`src/common/scope_cfg_pkg.sv`:
```
// Scope configuration package
// Holds capture geometry constants, the register address map
// and the configuration struct shared by the register file,
// the trigger unit, the sample counter and the readout engine

package scope_cfg_pkg;

    // Capture geometry
    localparam int n_channels   = 4;
    localparam int buffer_depth = 64;
    localparam int index_width  = $clog2(buffer_depth);
    localparam int last_index   = buffer_depth - 1;

    // Each output word carries one 64-bit slot, so addresses step by 8 bytes
    localparam int word_shift = 3;

    typedef logic [index_width-1:0] index_t;
    typedef logic [2:0]             reg_addr_t;

    // Register map
    localparam reg_addr_t addr_base    = 3'd0;
    localparam reg_addr_t addr_level   = 3'd1;
    localparam reg_addr_t addr_channel = 3'd2;
    localparam reg_addr_t addr_pretrig = 3'd3;
    localparam reg_addr_t addr_arm     = 3'd4;

    // Trigger point counts the slots that precede the trigger sample
    // in the captured window
    typedef struct packed {
        logic [31:0] base_addr;
        logic [15:0] level;
        logic [1:0]  channel;
        index_t      trig_point;
    } scope_cfg_t;

endpackage
```
`src/common/scope_data_pkg.sv`:
```
// Scope data package
// Defines the sample type, the slot that groups one sample
// per channel and the addressed word produced by readout

package scope_data_pkg;

    // One signed sample from a single channel
    typedef logic signed [15:0] sample_t;

    // All channels taken on the same strobe
    // Channel 0 sits in the low bits
    typedef struct packed {
        sample_t [scope_cfg_pkg::n_channels-1:0] ch;
    } slot_t;

    // Slot as it leaves the scope together with its target address
    typedef struct packed {
        logic [31:0] addr;
        slot_t       data;
    } out_word_t;

endpackage

```
`src/source/uscope_top.sv`:
```
// Scope capture subsystem top level
// Connects register file, trigger detector, counters, capture FSM,
// capture memory and readout engine

`timescale 1ns/1ps

module uscope_top (
    input  logic                      clock,
    input  logic                      rst,
    input  logic                      reg_write,
    input  scope_cfg_pkg::reg_addr_t  reg_addr,
    input  logic [31:0]               reg_data,
    input  logic                      sample_valid,
    input  scope_data_pkg::slot_t     sample_data,
    output logic                      out_valid,
    output scope_data_pkg::out_word_t out_word,
    output logic                      dma_done,
    output logic                      busy
);

    scope_cfg_pkg::scope_cfg_t cfg;
    scope_cfg_pkg::index_t     wr_ptr;
    scope_cfg_pkg::index_t     rd_addr;
    scope_data_pkg::slot_t     rd_data;
    logic                      arm;
    logic                      hit;
    logic                      prefill_done;
    logic                      post_done;
    logic                      count_clear;
    logic                      write_en;
    logic                      post_phase;
    logic                      start;

    scope_regs regs_i (
        .clock     (clock),
        .rst       (rst),
        .reg_write (reg_write),
        .reg_addr  (reg_addr),
        .reg_data  (reg_data),
        .cfg       (cfg),
        .arm       (arm)
    );

    trigger_detect trigger_i (
        .clock        (clock),
        .rst          (rst),
        .sample_valid (sample_valid),
        .sample_data  (sample_data),
        .cfg          (cfg),
        .hit          (hit)
    );

    sample_counter counter_i (
        .clock        (clock),
        .rst          (rst),
        .clear        (count_clear),
        .count_en     (write_en),
        .post_phase   (post_phase),
        .cfg          (cfg),
        .wr_ptr       (wr_ptr),
        .prefill_done (prefill_done),
        .post_done    (post_done)
    );

    capture_fsm fsm_i (
        .clock        (clock),
        .rst          (rst),
        .arm          (arm),
        .sample_valid (sample_valid),
        .hit          (hit),
        .prefill_done (prefill_done),
        .post_done    (post_done),
        .write_done   (dma_done),
        .count_clear  (count_clear),
        .write_en     (write_en),
        .post_phase   (post_phase),
        .start        (start),
        .busy         (busy)
    );

    capture_buffer buffer_i (
        .clock   (clock),
        .wr_en   (write_en),
        .wr_addr (wr_ptr),
        .wr_data (sample_data),
        .rd_addr (rd_addr),
        .rd_data (rd_data)
    );

    // After the final capture write the write pointer indexes the oldest slot
    dma_writer dma_i (
        .clock     (clock),
        .rst       (rst),
        .start     (start),
        .start_ptr (wr_ptr),
        .cfg       (cfg),
        .rd_addr   (rd_addr),
        .rd_data   (rd_data),
        .out_valid (out_valid),
        .out_word  (out_word),
        .dma_done  (dma_done)
    );

endmodule

```
`src/capture/dma_writer.sv`:
```
// Readout engine
// Walks the capture buffer from the oldest slot, pairs each slot
// with its output address and signals the end with a done pulse

`timescale 1ns/1ps

module dma_writer (
    input  logic                      clock,
    input  logic                      rst,
    input  logic                      start,
    input  scope_cfg_pkg::index_t     start_ptr,
    input  scope_cfg_pkg::scope_cfg_t cfg,
    output scope_cfg_pkg::index_t     rd_addr,
    input  scope_data_pkg::slot_t     rd_data,
    output logic                      out_valid,
    output scope_data_pkg::out_word_t out_word,
    output logic                      dma_done
);

    scope_cfg_pkg::index_t rd_ptr;
    scope_cfg_pkg::index_t word_idx;
    scope_cfg_pkg::index_t issue_idx;
    logic                  active;
    logic                  issue;
    logic                  last_q;
    logic [31:0]           addr_q;

    // The first read goes out in the start cycle itself
    assign issue     = start || active;
    assign issue_idx = start ? '0 : word_idx;
    assign rd_addr   = start ? start_ptr : rd_ptr;

    assign out_word.addr = addr_q;
    assign out_word.data = rd_data;

    always_ff @(posedge clock) begin
        if (rst) begin
            active    <= 1'b0;
            rd_ptr    <= '0;
            word_idx  <= '0;
            out_valid <= 1'b0;
            last_q    <= 1'b0;
            dma_done  <= 1'b0;
        end else begin
            out_valid <= issue;
            last_q    <= issue
                         && (issue_idx == scope_cfg_pkg::index_t'(scope_cfg_pkg::last_index));
            dma_done  <= last_q;
            if (issue) begin
                // Pointer wraps on its own width, matching the circular buffer
                rd_ptr   <= rd_addr + 1'b1;
                word_idx <= issue_idx + 1'b1;
                active   <= issue_idx != scope_cfg_pkg::index_t'(scope_cfg_pkg::last_index);
            end
        end
    end

    // Address travels one stage alongside the memory read
    always_ff @(posedge clock) begin
        addr_q <= cfg.base_addr + (32'(issue_idx) << scope_cfg_pkg::word_shift);
    end

endmodule

```
`src/capture/capture_buffer.sv`:
```
// Capture memory
// Circular store of sample slots with one write port and
// one read port whose data is registered

`timescale 1ns/1ps

module capture_buffer (
    input  logic                  clock,
    input  logic                  wr_en,
    input  scope_cfg_pkg::index_t wr_addr,
    input  scope_data_pkg::slot_t wr_data,
    input  scope_cfg_pkg::index_t rd_addr,
    output scope_data_pkg::slot_t rd_data
);

    scope_data_pkg::slot_t mem [scope_cfg_pkg::buffer_depth];

    always_ff @(posedge clock) begin
        if (wr_en) begin
            mem[wr_addr] <= wr_data;
        end
    end

    // Read data follows the address by one cycle
    always_ff @(posedge clock) begin
        rd_data <= mem[rd_addr];
    end

endmodule

```
`src/source/capture_fsm.sv`:
```
// Capture sequencer
// FSM stepping through arm, prefill, trigger wait, post-trigger
// fill and readout. Gates buffer writes and issues the start
// pulse for the readout engine

`timescale 1ns/1ps

module capture_fsm (
    input  logic clock,
    input  logic rst,
    input  logic arm,
    input  logic sample_valid,
    input  logic hit,
    input  logic prefill_done,
    input  logic post_done,
    input  logic write_done,
    output logic count_clear,
    output logic write_en,
    output logic post_phase,
    output logic start,
    output logic busy
);

    typedef enum logic [2:0] {
        idle,
        prefill,
        wait_trigger,
        post,
        readout
    } state_t;

    state_t state;
    logic   capturing;

    assign capturing = (state == prefill) || (state == wait_trigger) || (state == post);

    // Every strobe taken while capturing lands in the buffer,
    // including the trigger sample itself
    assign write_en    = sample_valid && capturing;
    assign post_phase  = state == post;
    assign count_clear = (state == idle) && arm;
    assign busy        = state != idle;

    always_ff @(posedge clock) begin
        if (rst) begin
            state <= idle;
            start <= 1'b0;
        end else begin
            start <= 1'b0;
            case (state)
                idle: begin
                    if (arm) begin
                        state <= prefill;
                    end
                end
                prefill: begin
                    // Crossings seen here are deliberately not acted on
                    if (prefill_done) begin
                        state <= wait_trigger;
                    end
                end
                wait_trigger: begin
                    if (sample_valid && hit) begin
                        if (post_done) begin
                            state <= readout;
                            start <= 1'b1;
                        end else begin
                            state <= post;
                        end
                    end
                end
                post: begin
                    if (post_done) begin
                        state <= readout;
                        start <= 1'b1;
                    end
                end
                readout: begin
                    // Arm is ignored until the last word has gone out
                    if (write_done) begin
                        state <= idle;
                    end
                end
                default: begin
                    state <= idle;
                end
            endcase
        end
    end

endmodule

```
`src/source/sample_counter.sv`:
```
// Capture counters
// Write pointer into the circular buffer, saturating fill count
// for the pre-trigger phase and post-trigger slot count

`timescale 1ns/1ps

module sample_counter (
    input  logic                      clock,
    input  logic                      rst,
    input  logic                      clear,
    input  logic                      count_en,
    input  logic                      post_phase,
    input  scope_cfg_pkg::scope_cfg_t cfg,
    output scope_cfg_pkg::index_t     wr_ptr,
    output logic                      prefill_done,
    output logic                      post_done
);

    scope_cfg_pkg::index_t fill_count;
    scope_cfg_pkg::index_t post_count;
    scope_cfg_pkg::index_t post_slots;

    // Slots that follow the trigger sample in the window
    assign post_slots = scope_cfg_pkg::index_t'(scope_cfg_pkg::last_index) - cfg.trig_point;

    assign prefill_done = fill_count >= cfg.trig_point;

    // Outside the post phase the flag marks a window without post-trigger
    // slots, so the trigger strobe itself closes the capture
    always_comb begin
        if (post_phase) begin
            post_done = count_en && (post_count == post_slots - 1'b1);
        end else begin
            post_done = count_en && (post_slots == '0);
        end
    end

    always_ff @(posedge clock) begin
        if (rst || clear) begin
            wr_ptr     <= '0;
            fill_count <= '0;
            post_count <= '0;
        end else begin
            if (count_en) begin
                wr_ptr <= wr_ptr + 1'b1;
                if (fill_count != scope_cfg_pkg::index_t'(scope_cfg_pkg::last_index)) begin
                    fill_count <= fill_count + 1'b1;
                end
            end

            if (!post_phase) begin
                post_count <= '0;
            end else if (count_en) begin
                post_count <= post_count + 1'b1;
            end
        end
    end

endmodule

```
`src/source/trigger_detect.sv`:
```
// Trigger detector
// Selects one channel out of each incoming slot, remembers the
// previous selected sample and flags a rising crossing of the level

`timescale 1ns/1ps

module trigger_detect (
    input  logic                      clock,
    input  logic                      rst,
    input  logic                      sample_valid,
    input  scope_data_pkg::slot_t     sample_data,
    input  scope_cfg_pkg::scope_cfg_t cfg,
    output logic                      hit
);

    scope_data_pkg::sample_t selected;
    scope_data_pkg::sample_t level;
    scope_data_pkg::sample_t prev_sample;
    logic                    prev_valid;

    assign selected = sample_data.ch[cfg.channel];
    assign level    = cfg.level;

    // Crossing is judged on signed values
    // Hit is only meaningful while sample_valid is high
    assign hit = sample_valid && prev_valid
                 && (selected >= level) && (prev_sample < level);

    always_ff @(posedge clock) begin
        if (rst) begin
            prev_valid <= 1'b0;
        end else if (sample_valid) begin
            prev_valid <= 1'b1;
        end
    end

    // History follows every strobe, whatever the capture state is
    always_ff @(posedge clock) begin
        if (sample_valid) begin
            prev_sample <= selected;
        end
    end

endmodule

```
`src/source/scope_regs.sv`:
```
// Scope register file
// Decodes register write strobes into the configuration struct
// and turns a write to the arm register into a one-cycle pulse

`timescale 1ns/1ps

module scope_regs (
    input  logic                      clock,
    input  logic                      rst,
    input  logic                      reg_write,
    input  scope_cfg_pkg::reg_addr_t  reg_addr,
    input  logic [31:0]               reg_data,
    output scope_cfg_pkg::scope_cfg_t cfg,
    output logic                      arm
);

    always_ff @(posedge clock) begin
        if (rst) begin
            cfg <= '0;
            arm <= 1'b0;
        end else begin
            // Data written to the arm register carries no meaning
            arm <= reg_write && (reg_addr == scope_cfg_pkg::addr_arm);

            if (reg_write) begin
                case (reg_addr)
                    scope_cfg_pkg::addr_base: begin
                        cfg.base_addr <= reg_data;
                    end
                    scope_cfg_pkg::addr_level: begin
                        cfg.level <= reg_data[15:0];
                    end
                    scope_cfg_pkg::addr_channel: begin
                        cfg.channel <= reg_data[1:0];
                    end
                    scope_cfg_pkg::addr_pretrig: begin
                        cfg.trig_point <= reg_data[scope_cfg_pkg::index_width-1:0];
                    end
                    default: begin
                        // Unmapped addresses and the arm register leave cfg alone
                    end
                endcase
            end
        end
    end

endmodule

```
`config.mk`:
```
export PLATFORM = sky130hd
export DESIGN_NAME = uscope_top
export DESIGN_NICKNAME = d
export VERILOG_FILES = /design/src/common/scope_cfg_pkg.sv /design/src/common/scope_data_pkg.sv /design/src/source/uscope_top.sv /design/src/capture/dma_writer.sv /design/src/capture/capture_buffer.sv /design/src/source/capture_fsm.sv /design/src/source/sample_counter.sv /design/src/source/trigger_detect.sv /design/src/source/scope_regs.sv
export SDC_FILE = /design/constraint.sdc
export NUM_CORES = 2
export LEC_CHECK = 0
export BUFFER_PORTS_ARGS = -buffer_cell sky130_fd_sc_hd__buf_2
export CORE_UTILIZATION = 48
export DETAILED_ROUTE_END_ITERATION = 16
export PLACE_DENSITY_LB_ADDON = 0.1
export SLEW_MARGIN = 20
export SYNTH_ARGS = -nofsm -noshare
export SYNTH_HDL_FRONTEND = slang
export SYNTH_SLANG_ARGS = --single-unit
```
`constraint.sdc`:
```
create_clock -name clock -period 9.85 [get_ports clock]
set_clock_uncertainty 0.1 [all_clocks]
set_input_delay 0.4925 -clock clock [delete_from_list [all_inputs] [get_ports clock]]
set_output_delay 0.4925 -clock clock [all_outputs]
set_load 0.05 [all_outputs]
```
## After elaboration in Yosys (flattened, before gate mapping)

Memory sizes are Yosys's and may differ from the RTL's. A register that Yosys moved wholly into a read port is not among the register bits.
Index checks and enable logic that the tools add are counted.

| cells by class | value |
|---|---|
| reductions and logical operators | 25 |
| multiply operators | 0 |
| shift-type cells | 0 |
| bitwise gates (word level) | 1 |
| $lt $le $gt $ge | 4 |
| $add $sub $neg | 8 |
| div/mod/pow operators | 0 |
| mux-type cells | 17 |
| equality and inequality tests | 17 |

Operators by type and width:

| operator | count |
|---|---|
| 32-bit by 9-bit adder with 32-bit output | 1 |
| 16-bit binary-select mux with 2-bit select | 1 |
| 6-bit by 1-bit adder with 6-bit output (second input constant) | 5 |
| 3-bit 2-to-1 mux | 6 |
| 16-bit >= comparator | 1 |
| 16-bit < comparator | 1 |
| 16-bit 2-to-1 mux | 1 |
| 3-bit one-hot mux with 5 select lines | 1 |
| 3-bit by 2-bit == test with 1-bit output (second input constant) | 4 |
| 6-bit 2-to-1 mux | 2 |
| 6-bit != test (second input constant) | 2 |
| 1-bit logical AND | 10 |
| 2-bit AND reduction | 5 |
| 2-bit != test (second input constant) | 4 |
| 3-bit by 1-bit == test with 1-bit output (second input constant) | 2 |
| 3-bit == test (second input constant) | 2 |
| 6-bit == test | 1 |
| 6-bit == test (second input constant) | 1 |
| 6-bit >= comparator | 1 |
| 3-bit logical NOT | 2 |
| 6-bit logical NOT | 1 |
| 6-bit by 1-bit subtractor with 6-bit output (second input constant) | 1 |
| 6-bit subtractor (first input constant) | 1 |
| 1-bit 2-to-1 mux | 5 |
| other kinds (8) | 11 |

| storage, ports and cells | value |
|---|---|
| memories kept | 1 |
| latch bits | 0 |
| input bits | 103 |
| bits in registers | 144 |
| output and inout bits | 99 |
| logic and storage cells | 92 |
| RAM bits | 4,096 |
| memory bits (read-only) | 0 |

Memory list:

| name | depth | width | read ports | clocked after Yosys merged registers in | write ports | RTL line | text |
|---|---|---|---|---|---|---|---|
| buffer_i.mem | 64 | 64 | 1 | 1 | 1 | capture_buffer.sv:16 | `scope_data_pkg::slot_t mem [scope_cfg_pkg::buffer_depth];` |

## Logic depth before layout (Yosys ltp)

| logic depth | value |
|---|---|
| word-level depth | 9 |
| depth in mapped cells | 17 |
| gate-level depth less buffers | 11 |

## Modules after synthesis

A second synthesis with hierarchy kept.

| second synthesis, totals | value |
|---|---|
| cells, all modules | 7,414 |
| area, all modules | 164,534.1 um^2 |

Modules (own cells, without submodules):

| module | instances | area each (um^2) | cells an instance | seq. area each (um^2) |
|---|---|---|---|---|
| capture_buffer | 1 | 156,348.7 | 6,598 | 124,279.2 |
| dma_writer | 1 | 2,811.4 | 304 | 960.9 |
| scope_regs | 1 | 2,399.8 | 221 | 1,141.1 |
| trigger_detect | 1 | 1,659.1 | 138 | 500.5 |
| sample_counter | 1 | 1,077.3 | 125 | 360.3 |
| capture_fsm | 1 | 237.7 | 28 | 80.1 |

## Worst setup path before layout

No wires, ideal clock.

| path | value |
|---|---|
| path kind | input port to flip-flop |
| start | in sample_valid |
| end | mem buffer_i.mem[60][0] (netlist name), enable pin |
| path buffers | 1 |
| stages on the path | 4 |
| slack | 4,856 ps |
| arrival | 4,408 ps |
| path through | nor3b_1 > clkbuf_1 > nand3_1 > nor2_1 |

| on the way | value |
|---|---|
| cells in the longest elaborated chain, start to end | 3 |

Ends and longest elaborated chain:

| item | RTL line | text |
|---|---|---|
| from (decl) | uscope_top.sv:13 | `input logic sample_valid,` |
| 1-bit logical AND | capture_fsm.sv:39 | `assign write_en = sample_valid && capturing;` |
| 1-bit 2-to-1 mux | capture_buffer.sv:19 | `if (wr_en) begin` |
| 1-bit 2-to-1 mux (implied by the code) | capture_buffer.sv:20 | `mem[wr_addr] <= wr_data;` |
| to (decl) | capture_buffer.sv:16 |  |

No other way between the ends.

## Final worst setup path

| path | value |
|---|---|
| start | reg fsm_i.start |
| end | reg, netlist name buffer_i.rd_data[40] |

| on the way | value |
|---|---|
| cells in the longest elaborated chain, start to end | 1 |

Ends and longest elaborated chain:

| item | RTL line | text |
|---|---|---|
| from (decl) | capture_fsm.sv:20 | `output logic start,` |
| from (signal assigned) | capture_fsm.sv:47 | `start <= 1'b0;` |
| from (signal assigned) | capture_fsm.sv:49 | `start <= 1'b0;` |
| from (signal assigned) | capture_fsm.sv:66 | `start <= 1'b1;` |
| 6-bit 2-to-1 mux | dma_writer.sv:31 | `assign rd_addr = start ? start_ptr : rd_ptr;` |

No other way between the ends.
A chain may end at the register's enable or synchronous reset.

==> impl_metrics.env <==
export IMPL_status="complete, no violations"
export IMPL_grt_pass1_wl_um=797000
export IMPL_dp_hpwl_um=294000
export IMPL_num_rows=215
export IMPL_place_ws_ns=4.08
export IMPL_grt_overflow=0
export IMPL_worstSetupStartpoint="fsm_i.start"
export IMPL_nets=11566
export IMPL_final_hold_violation_count=0
export IMPL_synth_net_count=11223
export IMPL_drtAntennaViolNets=0
export IMPL_post_synth_main_area_contributors="edfxtp_1 74%, nand2_1 6.2%, mux4_2 5.4%"
export IMPL_drv_slew=0
export IMPL_grt_pass1_vias=99869
export IMPL_synth_top_area_frac=0.742
export IMPL_synth_area_per_cell_um2=15.0
export IMPL_ios=202
export IMPL_gr_usage_all_layers=0.328
export IMPL_cts_tree="built"
export IMPL_met3_usage=0.0609
export IMPL_timing_max_slew_rel_slack=0.144
export IMPL_core_area_um2=344000
export IMPL_grt_max_degree=168
export IMPL_routedWlPerCell_um=35.2
export IMPL_clk_path_buf_depth=4
export IMPL_setup_ws_ns=3.97
export IMPL_peakVddDrop_uv=169
export IMPL_cap_violations=0
export IMPL_async_reset_ff_frac=0
export IMPL_tightest_slew_ns=1.28
export IMPL_cp_max_fo=63
export IMPL_seq_area_frac_synth=0.765
export IMPL_met1_usage=0.459
export IMPL_syn_inst=11069
export IMPL_gp_congestion=0.830
export IMPL_setup_tns_ns=0
export IMPL_powerDensity_nw_per_um2=204
export IMPL_synth_edff_count=4112
export IMPL_synth_cell_type_count=66
export IMPL_io_buffers=201
export IMPL_holdPathStages=2
export IMPL_cts_resized=0
export IMPL_drt_wl_total_um=577000
export IMPL_syn2layout_area_growth_pct=13.6
export IMPL_die_h_um=591
export IMPL_clk_pin_slew_ns=0.06
export IMPL_ys_top_cells_by_count="4112 x edfxtp_1, 2727 x nand2_1, 965 x nand3_1"
export IMPL_synth_most_common_cell="edfxtp_1"
export IMPL_routed_via_density=6.41
export IMPL_start_util=0.484
export IMPL_ys_ff_latch=4304
export IMPL_leakage_nw=62.5
export IMPL_yosysWarnings=0
export IMPL_drt_pass1_iterations=6
export IMPL_timing_rr_start="fsm_i.start"
export IMPL_gr_max_usage_layer="met2"
export IMPL_met2_usage=0.515
export IMPL_drive_gt1_frac=0.140
export IMPL_holdCritPathClass="in2reg"
export IMPL_drt_initial_drc_count=15073
export IMPL_vias=105030
export IMPL_ctsHtreeMaxLevel=5
export IMPL_netlist_area_um2=166000
export IMPL_rsz0062_at_grt="no"
export IMPL_finalSetupViolCount=0
export IMPL_clk_latency_ns=1.02
export IMPL_min_period_ns=5.88
export IMPL_startpoint_type="register"
export IMPL_critical_path_class="reg2reg"
export IMPL_required_ns=10.71
export IMPL_final_core_util=0.550
export IMPL_min_from="sample_data[27]"
export IMPL_reg2regPathDepth=12
export IMPL_cp_arrival_ns=6.74
export IMPL_max_freq_ghz=0.170
export IMPL_cts_sinks=4304
export IMPL_whs_ns=0.0474
export IMPL_drc=0
export IMPL_synthFlopType="edfxtp_1"
export IMPL_cts_buffers=447
export IMPL_final_period_utilization=0.597
export IMPL_dieArea_um2=349000
export IMPL_antenna_found_initial=42
export IMPL_die_x_um=591
export IMPL_synth_area_leader_cell="edfxtp_1"
export IMPL_root_buffer="clkbuf_16"
export IMPL_worst_setup_path_end_kind="register"
==> cell families after synthesis <==
logic type,Yosys count,share of synthesized area
AND/OR/NAND/NOR,4395,0.115
flip-flops,4304,0.765
AO/OA/AOI/OAI,1114,0.0391
buffers and inverters,726,0.0183
multiplexers,421,0.0554
XOR/XNOR,58,0.00305
adder cells (fa/ha/maj),51,0.00388
==> per-stage QoR <==
step                      cells  area [µm²]  total power (W)
final                     16378      189000           0.0385
after detailed placement  15464      174000           0.0219
after global routing      16361      189000           0.0394
after CTS                 16357      189000           0.0386
after global placement    15461      174000           0.0218
after floorplan           11069      166000           0.0211
==> worst paths after layout <==
| path | endpoint | slack (ns) |
|---|---|---|
| worst max register to register | buffer_i.rd_data[40] | 3.97 |
| worst min-delay path | buffer_i.mem[7][27] | 0.05 |
| worst max-delay path | buffer_i.rd_data[40] | 3.97 |
| worst min register to register | dma_i.addr_q[2] | 0.26 |
==> layout make-up <==
class,count,area (µm²)
fill,27265,155000
clock inverter,249,2670
multi-input combinational,6039,36700
sequential,4304,127000
clock buffer,589,12000
timing repair buffer,579,4410
antenna,20,50.0
inverter,41,169
tap,4557,5700
==> power by group <==
group / total [W] / leakage (nW) / switching, W / internal, W
Clock: 0.0170 / 7.14 / 0.00720 / 0.00983
Combinational: 0.00116 / 16.8 / 0.000914 / 0.000250
Sequential: 0.0203 / 38.6 / 0.000137 / 0.0202
Total: 0.0385 / 62.5 / 0.00825 / 0.0303
==> placed cells by master, fill, tap and decap left out, types with 87 or more instances in the layout <==
master     instances
nor2_1           116
a21oi_1          553
o22ai_1          189
a31oi_1          183
nor4_1           163
and3_1           189
clkinv_1          87
buf_4            290
clkbuf_1         122
buf_2            201
edfxtp_1        4112
dfxtp_1          190
nand3_1          965
nand2_1         2726
clkbuf_16        451
mux4_2           398
==> worst max-delay path, cell delays in order, from the launching register on <==
cell	delay [ns]
dfxtp_4	0.43
buf_4	0.68
mux2i_4	0.43
buf_4	0.78
buf_4	0.61
buf_4	0.54
buf_4	0.64
nand2_1	0.10
and3_1	0.18
a31oi_1	0.14
o22ai_1	0.11
nor4_1	0.72
or4_1	0.21
==> layer usage <==
metal	wire length, µm	vias to the layer above	share of wire
met5	142	-	0.00025
met4	24800	20	0.043
met3	61800	1163	0.11
met2	266000	6461	0.46
met1	225000	54781	0.39
li1	-	42605	-
==> sequential cells by signal, summed over array words and instances, names as in the netlist <==
register               count
fsm_i.state                3
dma_i.addr_q              32
dma_i.dma_done             1
dma_i.rd_ptr               6
counter_i.post_count       6
counter_i.fill_count       6
dma_i.last_q               1
buffer_i.mem            4096
dma_i.active               1
regs_i.cfg                56
regs_i.arm                 1
fsm_i.start                1
dma_i.out_valid            1
trigger_i.prev_valid       1
counter_i.wr_ptr           6
dma_i.word_idx             6
buffer_i.rd_data          64
trigger_i.prev_sample     16
==> timing repair <==
item                       in CTS  in global routing
hold buffers                   55                  0
buffers inserted                0                  0
setup endpoints to repair       0                  0
hold endpoints to repair      126                  0
No activity file was read; power rests on OpenSTA's default activity.
